## src/verilog/uart_pkg.sv

```systemverilog
`default_nettype none

package uart_pkg;

    // ==============================
    // basic widths
    // ==============================

    typedef logic [7:0]  byte_t;
    typedef logic [23:0] wb_adr_t;
    typedef logic [15:0] wb_dat_t;

    // one classic bus cycle as seen by the peripheral
    typedef struct packed {
        logic    cyc;
        logic    stb;
        logic    we;
        wb_adr_t adr;
        wb_dat_t wdata;
    } wb_req_t;

    // status word, rx_avail lands in bit 0
    typedef struct packed {
        logic frame_err;
        logic tx_not_full;
        logic rx_avail;
    } uart_status_t;

    // ==============================
    // register map
    // ==============================

    localparam wb_adr_t ADR_STATUS  = 24'h00_0000;
    localparam wb_adr_t ADR_TX_DATA = 24'h00_0002;
    localparam wb_adr_t ADR_RX_DATA = 24'h00_0004;

    // idle bit periods the tx line rests after each stop bit
    localparam int HOLD_BITS = 8;

    // ==============================
    // state machines
    // ==============================

    typedef enum logic [2:0] {
        TX_IDLE,
        TX_START,
        TX_DATA,
        TX_STOP,
        TX_HOLD
    } tx_state_t;

    typedef enum logic [1:0] {
        RX_IDLE,
        RX_START,
        RX_DATA,
        RX_STOP
    } rx_state_t;

endpackage

`default_nettype wire

```

## src/verilog/uart_byte_fifo.sv

```systemverilog
`default_nettype none

module uart_byte_fifo #(
    parameter int DEPTH = 8
) (
    input  wire                 uart_clk,
    input  wire                 i_rst,
    input  wire                 push,
    input  wire uart_pkg::byte_t push_data,
    input  wire                 pop,
    output uart_pkg::byte_t     head_data,
    output logic                empty,
    output logic                full
);

    localparam int PTR_W = (DEPTH > 1) ? $clog2(DEPTH) : 1;
    localparam int CNT_W = $clog2(DEPTH + 1);

    uart_pkg::byte_t mem [DEPTH];

    logic [PTR_W-1:0] wr_ptr;
    logic [PTR_W-1:0] rd_ptr;
    logic [CNT_W-1:0] count;
    logic             do_push;
    logic             do_pop;

    assign empty = (count == '0);
    assign full  = (count == CNT_W'(DEPTH));

    // requests against a full or empty buffer are simply dropped
    assign do_push = push & ~full;
    assign do_pop  = pop & ~empty;

    assign head_data = mem[rd_ptr];

    always_ff @(posedge uart_clk) begin
        if (do_push) begin
            mem[wr_ptr] <= push_data;
        end
    end

    always_ff @(posedge uart_clk) begin
        if (i_rst) begin
            wr_ptr <= '0;
            rd_ptr <= '0;
            count  <= '0;
        end else begin
            // pointers wrap explicitly so DEPTH need not be a power of two
            if (do_push) begin
                wr_ptr <= (wr_ptr == PTR_W'(DEPTH - 1)) ? '0 : wr_ptr + 1'b1;
            end
            if (do_pop) begin
                rd_ptr <= (rd_ptr == PTR_W'(DEPTH - 1)) ? '0 : rd_ptr + 1'b1;
            end
            if (do_push && !do_pop) begin
                count <= count + 1'b1;
            end else if (do_pop && !do_push) begin
                count <= count - 1'b1;
            end
        end
    end

endmodule

`default_nettype wire

```

## src/verilog/uart_bus_regs.sv

```systemverilog
`default_nettype none

module uart_bus_regs (
    input  wire                   uart_clk,
    input  wire                   i_rst,

    input  wire uart_pkg::wb_req_t wb_req,
    output logic                  wb_ack,
    output uart_pkg::wb_dat_t     wb_rdata,

    output logic                  tx_push,
    output uart_pkg::byte_t       tx_byte,
    input  wire                   tx_full,

    output logic                  rx_pop,
    input  wire uart_pkg::byte_t   rx_byte,
    input  wire                   rx_empty,

    input  wire                   frame_err_pulse
);

    logic                   bus_write;
    logic                   bus_read;
    logic                   frame_err;
    uart_pkg::uart_status_t status;

    // ==============================
    // bus decode
    // ==============================

    // ack comes back in the same cycle as the strobe
    assign wb_ack    = wb_req.cyc & wb_req.stb;
    assign bus_write = wb_ack & wb_req.we;
    assign bus_read  = wb_ack & ~wb_req.we;

    // a write into a full FIFO is acked and then dropped by the FIFO
    assign tx_push = bus_write & (wb_req.adr == uart_pkg::ADR_TX_DATA);
    assign tx_byte = wb_req.wdata[7:0];

    // popping an empty rx FIFO is harmless, the FIFO ignores it
    assign rx_pop = bus_read & (wb_req.adr == uart_pkg::ADR_RX_DATA);

    // ==============================
    // sticky framing error
    // ==============================

    always_ff @(posedge uart_clk) begin
        if (i_rst) begin
            frame_err <= 1'b0;
        end else if (frame_err_pulse) begin
            // a new error beats a clear arriving in the same cycle
            frame_err <= 1'b1;
        end else if (bus_write && wb_req.adr == uart_pkg::ADR_STATUS) begin
            frame_err <= 1'b0;
        end
    end

    // ==============================
    // read data
    // ==============================

    always_comb begin
        status.rx_avail    = ~rx_empty;
        status.tx_not_full = ~tx_full;
        status.frame_err   = frame_err;
    end

    always_comb begin
        case (wb_req.adr)
            uart_pkg::ADR_STATUS: begin
                wb_rdata = {13'd0, status};
            end
            uart_pkg::ADR_RX_DATA: begin
                wb_rdata = rx_empty ? 16'd0 : {8'd0, rx_byte};
            end
            default: begin
                wb_rdata = 16'd0;
            end
        endcase
    end

endmodule

`default_nettype wire

```

## src/verilog/uart_tx_serializer.sv

```systemverilog
`default_nettype none

module uart_tx_serializer #(
    parameter int CLKS_PER_BIT = 16
) (
    input  wire                 uart_clk,
    input  wire                 i_rst,
    input  wire                 fifo_empty,
    input  wire uart_pkg::byte_t fifo_data,
    output logic                fifo_pop,
    output logic                tx
);

    localparam int CNT_W  = $clog2(CLKS_PER_BIT);
    localparam int HOLD_W = $clog2(uart_pkg::HOLD_BITS + 1);

    uart_pkg::tx_state_t state;
    logic [CNT_W-1:0]    clk_cnt;
    logic [2:0]          bit_idx;
    logic [HOLD_W-1:0]   hold_cnt;
    uart_pkg::byte_t     shift;
    logic                bit_done;

    // head byte leaves the FIFO in the same cycle it is latched
    assign fifo_pop = (state == uart_pkg::TX_IDLE) & ~fifo_empty;
    assign bit_done = (clk_cnt == CNT_W'(CLKS_PER_BIT - 1));

    always_ff @(posedge uart_clk) begin
        if (fifo_pop) begin
            shift <= fifo_data;
        end else if (bit_done && (state == uart_pkg::TX_START || state == uart_pkg::TX_DATA)) begin
            shift <= shift >> 1;
        end
    end

    always_ff @(posedge uart_clk) begin
        if (i_rst) begin
            state    <= uart_pkg::TX_IDLE;
            tx       <= 1'b1;
            clk_cnt  <= '0;
            bit_idx  <= '0;
            hold_cnt <= '0;
        end else begin
            clk_cnt <= bit_done ? '0 : clk_cnt + 1'b1;
            case (state)
                uart_pkg::TX_IDLE: begin
                    clk_cnt <= '0;
                    if (fifo_pop) begin
                        tx    <= 1'b0;
                        state <= uart_pkg::TX_START;
                    end
                end
                uart_pkg::TX_START: begin
                    if (bit_done) begin
                        tx      <= shift[0];
                        bit_idx <= '0;
                        state   <= uart_pkg::TX_DATA;
                    end
                end
                uart_pkg::TX_DATA: begin
                    if (bit_done) begin
                        if (bit_idx == 3'd7) begin
                            tx    <= 1'b1;
                            state <= uart_pkg::TX_STOP;
                        end else begin
                            tx      <= shift[0];
                            bit_idx <= bit_idx + 1'b1;
                        end
                    end
                end
                uart_pkg::TX_STOP: begin
                    if (bit_done) begin
                        hold_cnt <= '0;
                        state    <= uart_pkg::TX_HOLD;
                    end
                end
                uart_pkg::TX_HOLD: begin
                    // line rests high for HOLD_BITS whole bit periods
                    if (bit_done) begin
                        hold_cnt <= hold_cnt + 1'b1;
                        if (hold_cnt == HOLD_W'(uart_pkg::HOLD_BITS - 1)) begin
                            state <= uart_pkg::TX_IDLE;
                        end
                    end
                end
                default: begin
                    tx    <= 1'b1;
                    state <= uart_pkg::TX_IDLE;
                end
            endcase
        end
    end

endmodule

`default_nettype wire

```

## src/verilog/uart_rx_deserializer.sv

```systemverilog
`default_nettype none

module uart_rx_deserializer #(
    parameter int CLKS_PER_BIT = 16
) (
    input  wire             uart_clk,
    input  wire             i_rst,
    input  wire             rx,
    output logic            byte_valid,
    output uart_pkg::byte_t byte_data,
    output logic            frame_err_pulse
);

    localparam int CNT_W    = $clog2(CLKS_PER_BIT);
    localparam int HALF_BIT = CLKS_PER_BIT / 2;

    uart_pkg::rx_state_t state;
    logic                rx_meta;
    logic                rx_sync;
    logic [CNT_W-1:0]    clk_cnt;
    logic [2:0]          bit_idx;
    uart_pkg::byte_t     shift;
    logic                half_done;
    logic                bit_done;

    // ==============================
    // input synchronizer
    // ==============================

    always_ff @(posedge uart_clk) begin
        if (i_rst) begin
            rx_meta <= 1'b1;
            rx_sync <= 1'b1;
        end else begin
            rx_meta <= rx;
            rx_sync <= rx_meta;
        end
    end

    // ==============================
    // frame state machine
    // ==============================

    assign half_done = (clk_cnt == CNT_W'(HALF_BIT - 1));
    assign bit_done  = (clk_cnt == CNT_W'(CLKS_PER_BIT - 1));
    assign byte_data = shift;

    // data bits arrive LSB first, so shift in from the top
    always_ff @(posedge uart_clk) begin
        if (state == uart_pkg::RX_DATA && bit_done) begin
            shift <= {rx_sync, shift[7:1]};
        end
    end

    always_ff @(posedge uart_clk) begin
        if (i_rst) begin
            state           <= uart_pkg::RX_IDLE;
            clk_cnt         <= '0;
            bit_idx         <= '0;
            byte_valid      <= 1'b0;
            frame_err_pulse <= 1'b0;
        end else begin
            byte_valid      <= 1'b0;
            frame_err_pulse <= 1'b0;
            clk_cnt         <= clk_cnt + 1'b1;
            case (state)
                uart_pkg::RX_IDLE: begin
                    clk_cnt <= '0;
                    if (!rx_sync) begin
                        state <= uart_pkg::RX_START;
                    end
                end
                uart_pkg::RX_START: begin
                    // recheck half a bit later to reject glitches
                    if (half_done) begin
                        clk_cnt <= '0;
                        bit_idx <= '0;
                        state   <= rx_sync ? uart_pkg::RX_IDLE : uart_pkg::RX_DATA;
                    end
                end
                uart_pkg::RX_DATA: begin
                    if (bit_done) begin
                        clk_cnt <= '0;
                        bit_idx <= bit_idx + 1'b1;
                        if (bit_idx == 3'd7) begin
                            state <= uart_pkg::RX_STOP;
                        end
                    end
                end
                uart_pkg::RX_STOP: begin
                    if (bit_done) begin
                        byte_valid      <= rx_sync;
                        frame_err_pulse <= ~rx_sync;
                        state           <= uart_pkg::RX_IDLE;
                    end
                end
                default: begin
                    state <= uart_pkg::RX_IDLE;
                end
            endcase
        end
    end

endmodule

`default_nettype wire

```

## src/verilog/uart_top.sv

```systemverilog
`default_nettype none

module uart_top #(
    parameter int CLKS_PER_BIT = 16,
    parameter int TX_DEPTH     = 8,
    parameter int RX_DEPTH     = 4
) (
    input  wire                   uart_clk,
    input  wire                   i_rst,
    input  wire uart_pkg::wb_req_t wb_req,
    output logic                  wb_ack,
    output uart_pkg::wb_dat_t     wb_rdata,
    input  wire                   rx,
    output logic                  tx
);

    logic            tx_push;
    uart_pkg::byte_t tx_byte;
    logic            tx_pop;
    uart_pkg::byte_t tx_head;
    logic            tx_empty;
    logic            tx_full;

    logic            rx_push;
    uart_pkg::byte_t rx_byte;
    logic            rx_pop;
    uart_pkg::byte_t rx_head;
    logic            rx_empty;

    logic            frame_err_pulse;

    // ==============================
    // bus side
    // ==============================

    uart_bus_regs u_bus_regs (
        .uart_clk        (uart_clk),
        .i_rst           (i_rst),
        .wb_req          (wb_req),
        .wb_ack          (wb_ack),
        .wb_rdata        (wb_rdata),
        .tx_push         (tx_push),
        .tx_byte         (tx_byte),
        .tx_full         (tx_full),
        .rx_pop          (rx_pop),
        .rx_byte         (rx_head),
        .rx_empty        (rx_empty),
        .frame_err_pulse (frame_err_pulse)
    );

    // ==============================
    // buffering
    // ==============================

    uart_byte_fifo #(
        .DEPTH (TX_DEPTH)
    ) tx_fifo (
        .uart_clk  (uart_clk),
        .i_rst     (i_rst),
        .push      (tx_push),
        .push_data (tx_byte),
        .pop       (tx_pop),
        .head_data (tx_head),
        .empty     (tx_empty),
        .full      (tx_full)
    );

    // the serial line cannot be held off so nothing uses this full flag
    uart_byte_fifo #(
        .DEPTH (RX_DEPTH)
    ) rx_fifo (
        .uart_clk  (uart_clk),
        .i_rst     (i_rst),
        .push      (rx_push),
        .push_data (rx_byte),
        .pop       (rx_pop),
        .head_data (rx_head),
        .empty     (rx_empty),
        .full      ()
    );

    // ==============================
    // serial side
    // ==============================

    uart_tx_serializer #(
        .CLKS_PER_BIT (CLKS_PER_BIT)
    ) u_tx_serializer (
        .uart_clk   (uart_clk),
        .i_rst      (i_rst),
        .fifo_empty (tx_empty),
        .fifo_data  (tx_head),
        .fifo_pop   (tx_pop),
        .tx         (tx)
    );

    uart_rx_deserializer #(
        .CLKS_PER_BIT (CLKS_PER_BIT)
    ) u_rx_deserializer (
        .uart_clk        (uart_clk),
        .i_rst           (i_rst),
        .rx              (rx),
        .byte_valid      (rx_push),
        .byte_data       (rx_byte),
        .frame_err_pulse (frame_err_pulse)
    );

endmodule

`default_nettype wire

```

## config.mk

```make
export PLATFORM = sky130hd
export DESIGN_NAME = uart_top
export DESIGN_NICKNAME = d
export VERILOG_FILES = /design/src/verilog/uart_pkg.sv /design/src/verilog/uart_byte_fifo.sv /design/src/verilog/uart_bus_regs.sv /design/src/verilog/uart_tx_serializer.sv /design/src/verilog/uart_rx_deserializer.sv /design/src/verilog/uart_top.sv
export SDC_FILE = /design/constraint.sdc
export NUM_CORES = 1
export LEC_CHECK = 0
export BUFFER_PORTS_ARGS = -buffer_cell sky130_fd_sc_hd__buf_2
export CAP_MARGIN = 20
export CORE_MARGIN = 2
export CORE_UTILIZATION = 58
export DETAILED_ROUTE_END_ITERATION = 10
export PLACE_DENSITY = 0.87
export SYNTH_ARGS = -nofsm -noshare
export SYNTH_HDL_FRONTEND = slang
export SYNTH_SLANG_ARGS = --single-unit
```

## constraint.sdc

```tcl
create_clock -name uart_clk -period 9.45 [get_ports uart_clk]
set_clock_uncertainty 0.1 [all_clocks]
set_input_delay 1.89 -clock uart_clk [delete_from_list [all_inputs] [get_ports uart_clk]]
set_output_delay 1.89 -clock uart_clk [all_outputs]
set_load 0.005 [all_outputs]
```

After elaboration in Yosys (flattened, before gate mapping). Memory sizes are Yosys's and may differ from the RTL's. A register that Yosys moved wholly into a read port is not among the register bits. Cells that the tools add are included.

Memories: 2. Output and inout port bits: 18. Bits in read-only memories: 0. Bits in latches: 0. Bits of input ports: 46. Memory bits (writable): 96. Word-level logic and storage cells: 177. Flip-flop bits (word level): 62.

Bitwise logic cells: 19. Add/subtract/negate cells: 13. Shift-type cells: 0. Mux-type cells: 55. Eq/ne operators: 34. Reductions and logical operators: 33. Multipliers: 0. Order comparisons: 0. Divide/modulo/power cells: 0.

Memory list: tx_fifo.mem (depth 8, bits a word 8, read ports 1, clocked after Yosys merged registers in 1, write ports 1, line uart_byte_fifo.sv:19) `uart_pkg::byte_t mem [DEPTH];`; rx_fifo.mem (depth 4, bits a word 8, read ports 1, clocked after Yosys merged registers in 1, write ports 1, line uart_byte_fifo.sv:19).

Operator list (number): $mux 3 (18); $pmux 16 s2 (1); $eq 24x2->1 const B (1); $eq 24x3->1 const B (1); $logic_not 24->1 (1); $mux 4 (6); $mux 8 (3); $mux 2 (10); $eq 3x3->1 const B (6); $add 4x1->4 const B (4); $ne 2x1->1 const B (8); $add 3x1->3 const B (5); $pmux 3 s5 (1); $reduce_bool 2->1 (7); $eq 4x4->1 const B (3); $pmux 3 s2 (2); $pmux 4 s3 (1); $and 1x1->1 (10); $mux 1 (10); $ne 2x2->1 const B (5); $not 1->1 (9); $eq 2x2->1 const B (4); $eq 4x3->1 const B (2); $pmux 2 s4 (1); 20 further kinds (35).

Longest topological paths before layout.
Word-level depth: 8. Depth in mapped cells: 12. Gate-level depth less buffers: 10.

By module. From an unflattened synthesis, not the netlist that was laid out.

Cell total of the unflattened synthesis: 498. Area, all modules: 7201.9 um2.

Modules (own cells, without submodules): uart_byte_fifo (tx_fifo) (sequential area each 2182.1 um2, cells an instance 169, times used 1, area each 3159.3 um2); uart_byte_fifo (rx_fifo) (sequential area each 1141.1 um2, cells an instance 92, times used 1, area each 1645.3 um2); uart_tx_serializer (sequential area each 540.5 um2, cells an instance 107, times used 1, area each 1132.3 um2); uart_rx_deserializer (sequential area each 500.5 um2, cells an instance 69, times used 1, area each 815.8 um2); uart_bus_regs (sequential area each 20.0 um2, cells an instance 61, times used 1, area each 449.2 um2).

Worst setup path before layout. No wires, ideal clock.

Path kind: input to output. Start: input port wb_req[26] (netlist bit). End: output port wb_rdata[0]. Arrival time: 2.975 ns. Setup slack: 4.485 ns. Cell stages on the path: 4. Data required time: 7.460 ns. Buffers on the path: 0. Cell sequence: or4_4 -> nor3_4 -> nand2_1 -> nor3_1.

Word-level cells in the longest chain between the ends: 2. Elaborated cells on any way between the ends: 3. Classes of those cells: eq/ne (1); mux (1); reduce/logical (1).

Ends and longest elaborated chain: start, declared (line uart_top.sv:10) `input wire uart_pkg::wb_req_t wb_req,`; $eq 24x3->1 or $logic_not 24->1 (tied branches) (line uart_bus_regs.sv:69) `case (wb_req.adr)`; $pmux 16 s2 * (line uart_bus_regs.sv:69); end, declared (line uart_top.sv:12) `output uart_pkg::wb_dat_t wb_rdata,`.

Mark *: on every way between the ends. The rest lies on a longest branch, timed or not.

Worst setup path after layout.
Start: input port wb_req[34] (netlist bit). End: output port wb_rdata[0].

Same word-level chain as after synthesis.

==> flow_summary_export.csv <==
group,metric,value,unit
final_layout,final_net_count,612,
timing,report.final.hold_viol_count,0,
final_layout,n_antenna_cell,0,
power_and_ir_drop,peakVddDrop,0.000158,V
timing,post-route-period-util,59.7,%
timing,least_margin_pin_slew,0.857,ns
outcome,run_status,"finished, final reports clean",
synth,synth-warning-count,0,
synth,distinct_cells_synth,60,
placed_design,postPlaceCellArea,7230,um^2
flow_run,cap_viol_max_count,0,
floorplan,floorplan.core_area,11600,um^2
clock_network,cts-resized-gates,0,
setup_path,cp_slowest_stage_delay,0.61,ns
clock_network,insertion_delay,0.43,ns
timing,slew_headroom,42.7,%
clock_network,cts_htree_levels,4,
setup_path,cp_common_cell,"sky130_fd_sc_hd__buf_2",
clock_network,cts_root_buf,"sky130_fd_sc_hd__clkbuf_16",
final_layout,final_core_utilization,67.6,%
detailed_routing,drt-pass1-iter-count,5,
detailed_routing,drtIter0Drc,354,
floorplan,die-width,113,um
synth,synthesized_area,6950,um^2
global_route,grt_pass1_vias,4332,
power_and_ir_drop,power,1.73,mW
clock_network,cts.clk_slew.worst_paths,0.06,ns
timing,maximum_clock_rate,0.177,GHz
detailed_routing,routed_wirelength,13200,um
synth,synth_sequential_area_ratio,63.1,%
detailed_routing,post_drt_via_cell_ratio,6.08,
power_and_ir_drop,leakagePower,2.74,nW
setup_path,critPathMaxFanout,15,
floorplan,pin_count,64,
floorplan,placement_rows,39,
setup_path,critical_path.slowest_cell,"sky130_fd_sc_hd__and4_1",
clock_network,setup_fix_buffers_added_after_clock_tree_synthesis,0,
placed_design,io_buffers,47,
setup_path,endpoint_kind,"output port",
clock_network,cts_sinks,163,
clock_network,hold_buffers,0,
setup_path,cp-start-kind,"input port",
hold_path,hold_path.class,"reg2reg",
synth,post_synth.cell_area_avg,13.9,um^2
setup_path,rrSetupSlack,6.11,ns
clock_network,cts_buffer_depth,2,
setup_path,cp_top_family,"simple AND/OR/NAND/NOR gates",
final_layout,layout_commonest_cell,"sky130_fd_sc_hd__edfxtp_1",
synth,syn_inst,501,
detailed_routing,wire_per_inst,18.8,um
placed_design,placement.setup.worst_slack,3.89,ns
global_route,grt_start_max_net_pins,45,
synth,synth-async-reset-ratio,0,%
setup_path,worst-endpoint-required,7.46,ns
timing,post-route-worst-setup-slack,3.81,ns
clock_network,cts_tree,"yes",
synth,synth-edff-count,112,
synth,synth_seq_cells,163,
setup_path,cp_data_arrival_time,3.65,ns
final_layout,final_layout_size_suffix_gt1_share,21.4,%
detailed_routing,detailed_route_drc_error_count,0,
global_route,antenna_violations_before_repair,0,
timing,grt_setup_unrepaired,"false",
final_layout,final_cell_mix,"sky130_fd_sc_hd__edfxtp_1, sky130_fd_sc_hd__nor2_1, sky130_fd_sc_hd__dfxtp_1",
placed_design,dp_hpwl,8470,um
floorplan,floorplan.initialDensity,60.1,%
timing,maxSlewViolCount,0,
floorplan,floorplan.die_area,12900,um^2
synth,synth_ff_type,"sky130_fd_sc_hd__edfxtp_1",
timing,final.setup.tns,0,ns
timing,period_needed,5.64,ns
global_route,globalRouteOverflowTotal,0,
final_layout,syn_to_final_growth,12.5,%
power_and_ir_drop,power_per_cell_area,222,nW/um^2
setup_path,worstSetupPathType,"in2out",
global_route,global_route.usage.total,22.0,%
setup_path,critical_path.n_buffers_inverters,2,
timing,setup_violations_final,0,
floorplan,die_height,113,um
final_layout,finished_cell_area,7820,um^2
clock_network,cts_made_buffers,17,
setup_path,critical_path.cell_chain,"buf_2 -> nor4_1 -> and4_1 -> nand2_1 -> nor3_1 -> buf_2",
detailed_routing,vias_after_detailed_routing,4259,
global_route,grt_first_pass_wirelength,21500,um
placed_design,gp_routability_congestion,0.770,
detailed_routing,drt.antenna.violating_nets,0,
==> worst reg2reg max path, cell delays in order, from the launching register on <==
cell                      delay, ns
sky130_fd_sc_hd__dfxtp_1       0.38
sky130_fd_sc_hd__or4b_2        0.72
sky130_fd_sc_hd__and4_2        0.29
sky130_fd_sc_hd__and3_1        0.19
sky130_fd_sc_hd__ha_1          0.19
sky130_fd_sc_hd__inv_1         0.14
sky130_fd_sc_hd__ha_1          0.25
sky130_fd_sc_hd__a21o_1        0.18
sky130_fd_sc_hd__a21oi_1       0.21
sky130_fd_sc_hd__mux2i_1       0.23
sky130_fd_sc_hd__mux2_2        0.35
==> cell type report <==
class | count | area, um^2
Timing Repair Buffer | 51 | 283
Fill cell | 739 | 3740
Clock buffer | 17 | 425
Multi-Input combinational cell | 298 | 2360
Clock inverter | 15 | 141
Tap cell | 143 | 179
Sequential cell | 163 | 4380
Inverter | 13 | 48.8
==> worst paths after layout <==
check                                    to  cells past startpoint                 startpoint
setup / recovery                wb_rdata[0]                      6                 wb_req[34]
hold / removal    u_rx_deserializer.rx_sync                      1  u_rx_deserializer.rx_meta
setup reg to reg           tx_fifo.count[3]                     10           tx_fifo.count[0]
hold reg to reg   u_rx_deserializer.rx_sync                      1  u_rx_deserializer.rx_meta
==> kinds of logic after synthesis <==
kind of cell | count (synthesis) | share of synthesized area, %
AO/OA/AOI/OAI | 55 | 5.17
adder cells (fa/ha/maj) | 22 | 4.18
XOR/XNOR | 12 | 1.51
multiplexers | 45 | 10.8
AND/OR/NAND/NOR | 156 | 11.8
other | 1 | 0.0540
flip-flops | 163 | 63.1
buffers and inverters | 47 | 3.33
==> layer usage <==
metal  part of all wire [%]  GRT usage, %
met5                      0             0
met4                    2.3          11.6
met3                    4.9          5.47
met2                     54          37.1
met1                     39          26.3
==> per-stage QoR <==
| step | hold slack [ns] | instances |
|---|---|---|
| finish | 0.321 | 700 |
| global route | 0.341 | 700 |
| CTS | 0.324 | 699 |
| detailed placement | 0.301 | 667 |
| global placement | 0.294 | 666 |
| floorplan | 0.289 | 508 |
==> sequential cells by signal, summed over array words and instances (netlist names), 2 cells and up, named ones only <==
register and cells:
u_rx_deserializer.byte_data 8, u_rx_deserializer.clk_cnt 4, rx_fifo.mem 32, u_tx_serializer.shift 8, rx_fifo.wr_ptr 2, rx_fifo.rd_ptr 2
tx_fifo.mem 64, u_tx_serializer.hold_cnt 4, u_tx_serializer.clk_cnt 4, tx_fifo.count 4, tx_fifo.wr_ptr 3, rx_fifo.count 3
u_rx_deserializer.bit_idx 3, u_tx_serializer.bit_idx 3, tx_fifo.rd_ptr 3, u_tx_serializer.state 3
==> report_power, final <==
group	switching (mW)	internal (mW)
Combinational	0.114	0.111
Sequential	0.0397	0.808
Clock	0.294	0.368
==> synthesized netlist by cell type (2+ instances only) <==
master	instances	area, um^2
sky130_fd_sc_hd__nor2_1	52	195
sky130_fd_sc_hd__inv_1	13	48.8
sky130_fd_sc_hd__xor2_1	6	52.6
sky130_fd_sc_hd__o31a_1	2	17.5
sky130_fd_sc_hd__or3b_2	3	26.3
sky130_fd_sc_hd__ha_1	20	250
sky130_fd_sc_hd__or2_2	3	18.8
sky130_fd_sc_hd__nand2b_1	5	31.3
sky130_fd_sc_hd__o21ai_0	12	60.1
sky130_fd_sc_hd__a2111oi_0	2	17.5
sky130_fd_sc_hd__nand3_1	9	45.0
sky130_fd_sc_hd__nor3b_1	2	15.0
sky130_fd_sc_hd__nand4_1	9	56.3
sky130_fd_sc_hd__nand2_1	16	60.1
sky130_fd_sc_hd__a21oi_1	15	75.1
sky130_fd_sc_hd__mux2i_1	20	200
sky130_fd_sc_hd__mux4_2	24	541
sky130_fd_sc_hd__buf_2	6	30.0
sky130_fd_sc_hd__dfxtp_1	51	1020
sky130_fd_sc_hd__o41ai_1	3	26.3
sky130_fd_sc_hd__a22oi_1	2	15.0
sky130_fd_sc_hd__o31ai_1	2	15.0
sky130_fd_sc_hd__clkbuf_1	13	48.8
sky130_fd_sc_hd__nor2b_1	3	18.8
sky130_fd_sc_hd__o21a_1	3	22.5
sky130_fd_sc_hd__fa_1	2	40.0
sky130_fd_sc_hd__edfxtp_1	112	3360
sky130_fd_sc_hd__or3_1	4	25.0
sky130_fd_sc_hd__nor4_1	9	56.3
sky130_fd_sc_hd__buf_4	10	75.1
sky130_fd_sc_hd__and2_1	4	25.0
sky130_fd_sc_hd__clkbuf_2	2	10.0
sky130_fd_sc_hd__xnor2_1	6	52.6
sky130_fd_sc_hd__a211oi_1	4	30.0
sky130_fd_sc_hd__buf_1	2	7.51
sky130_fd_sc_hd__nand3b_1	2	15.0
sky130_fd_sc_hd__and3_1	10	62.6
sky130_fd_sc_hd__nor3_1	16	80.1
Power figures use the tool's default switching activity.
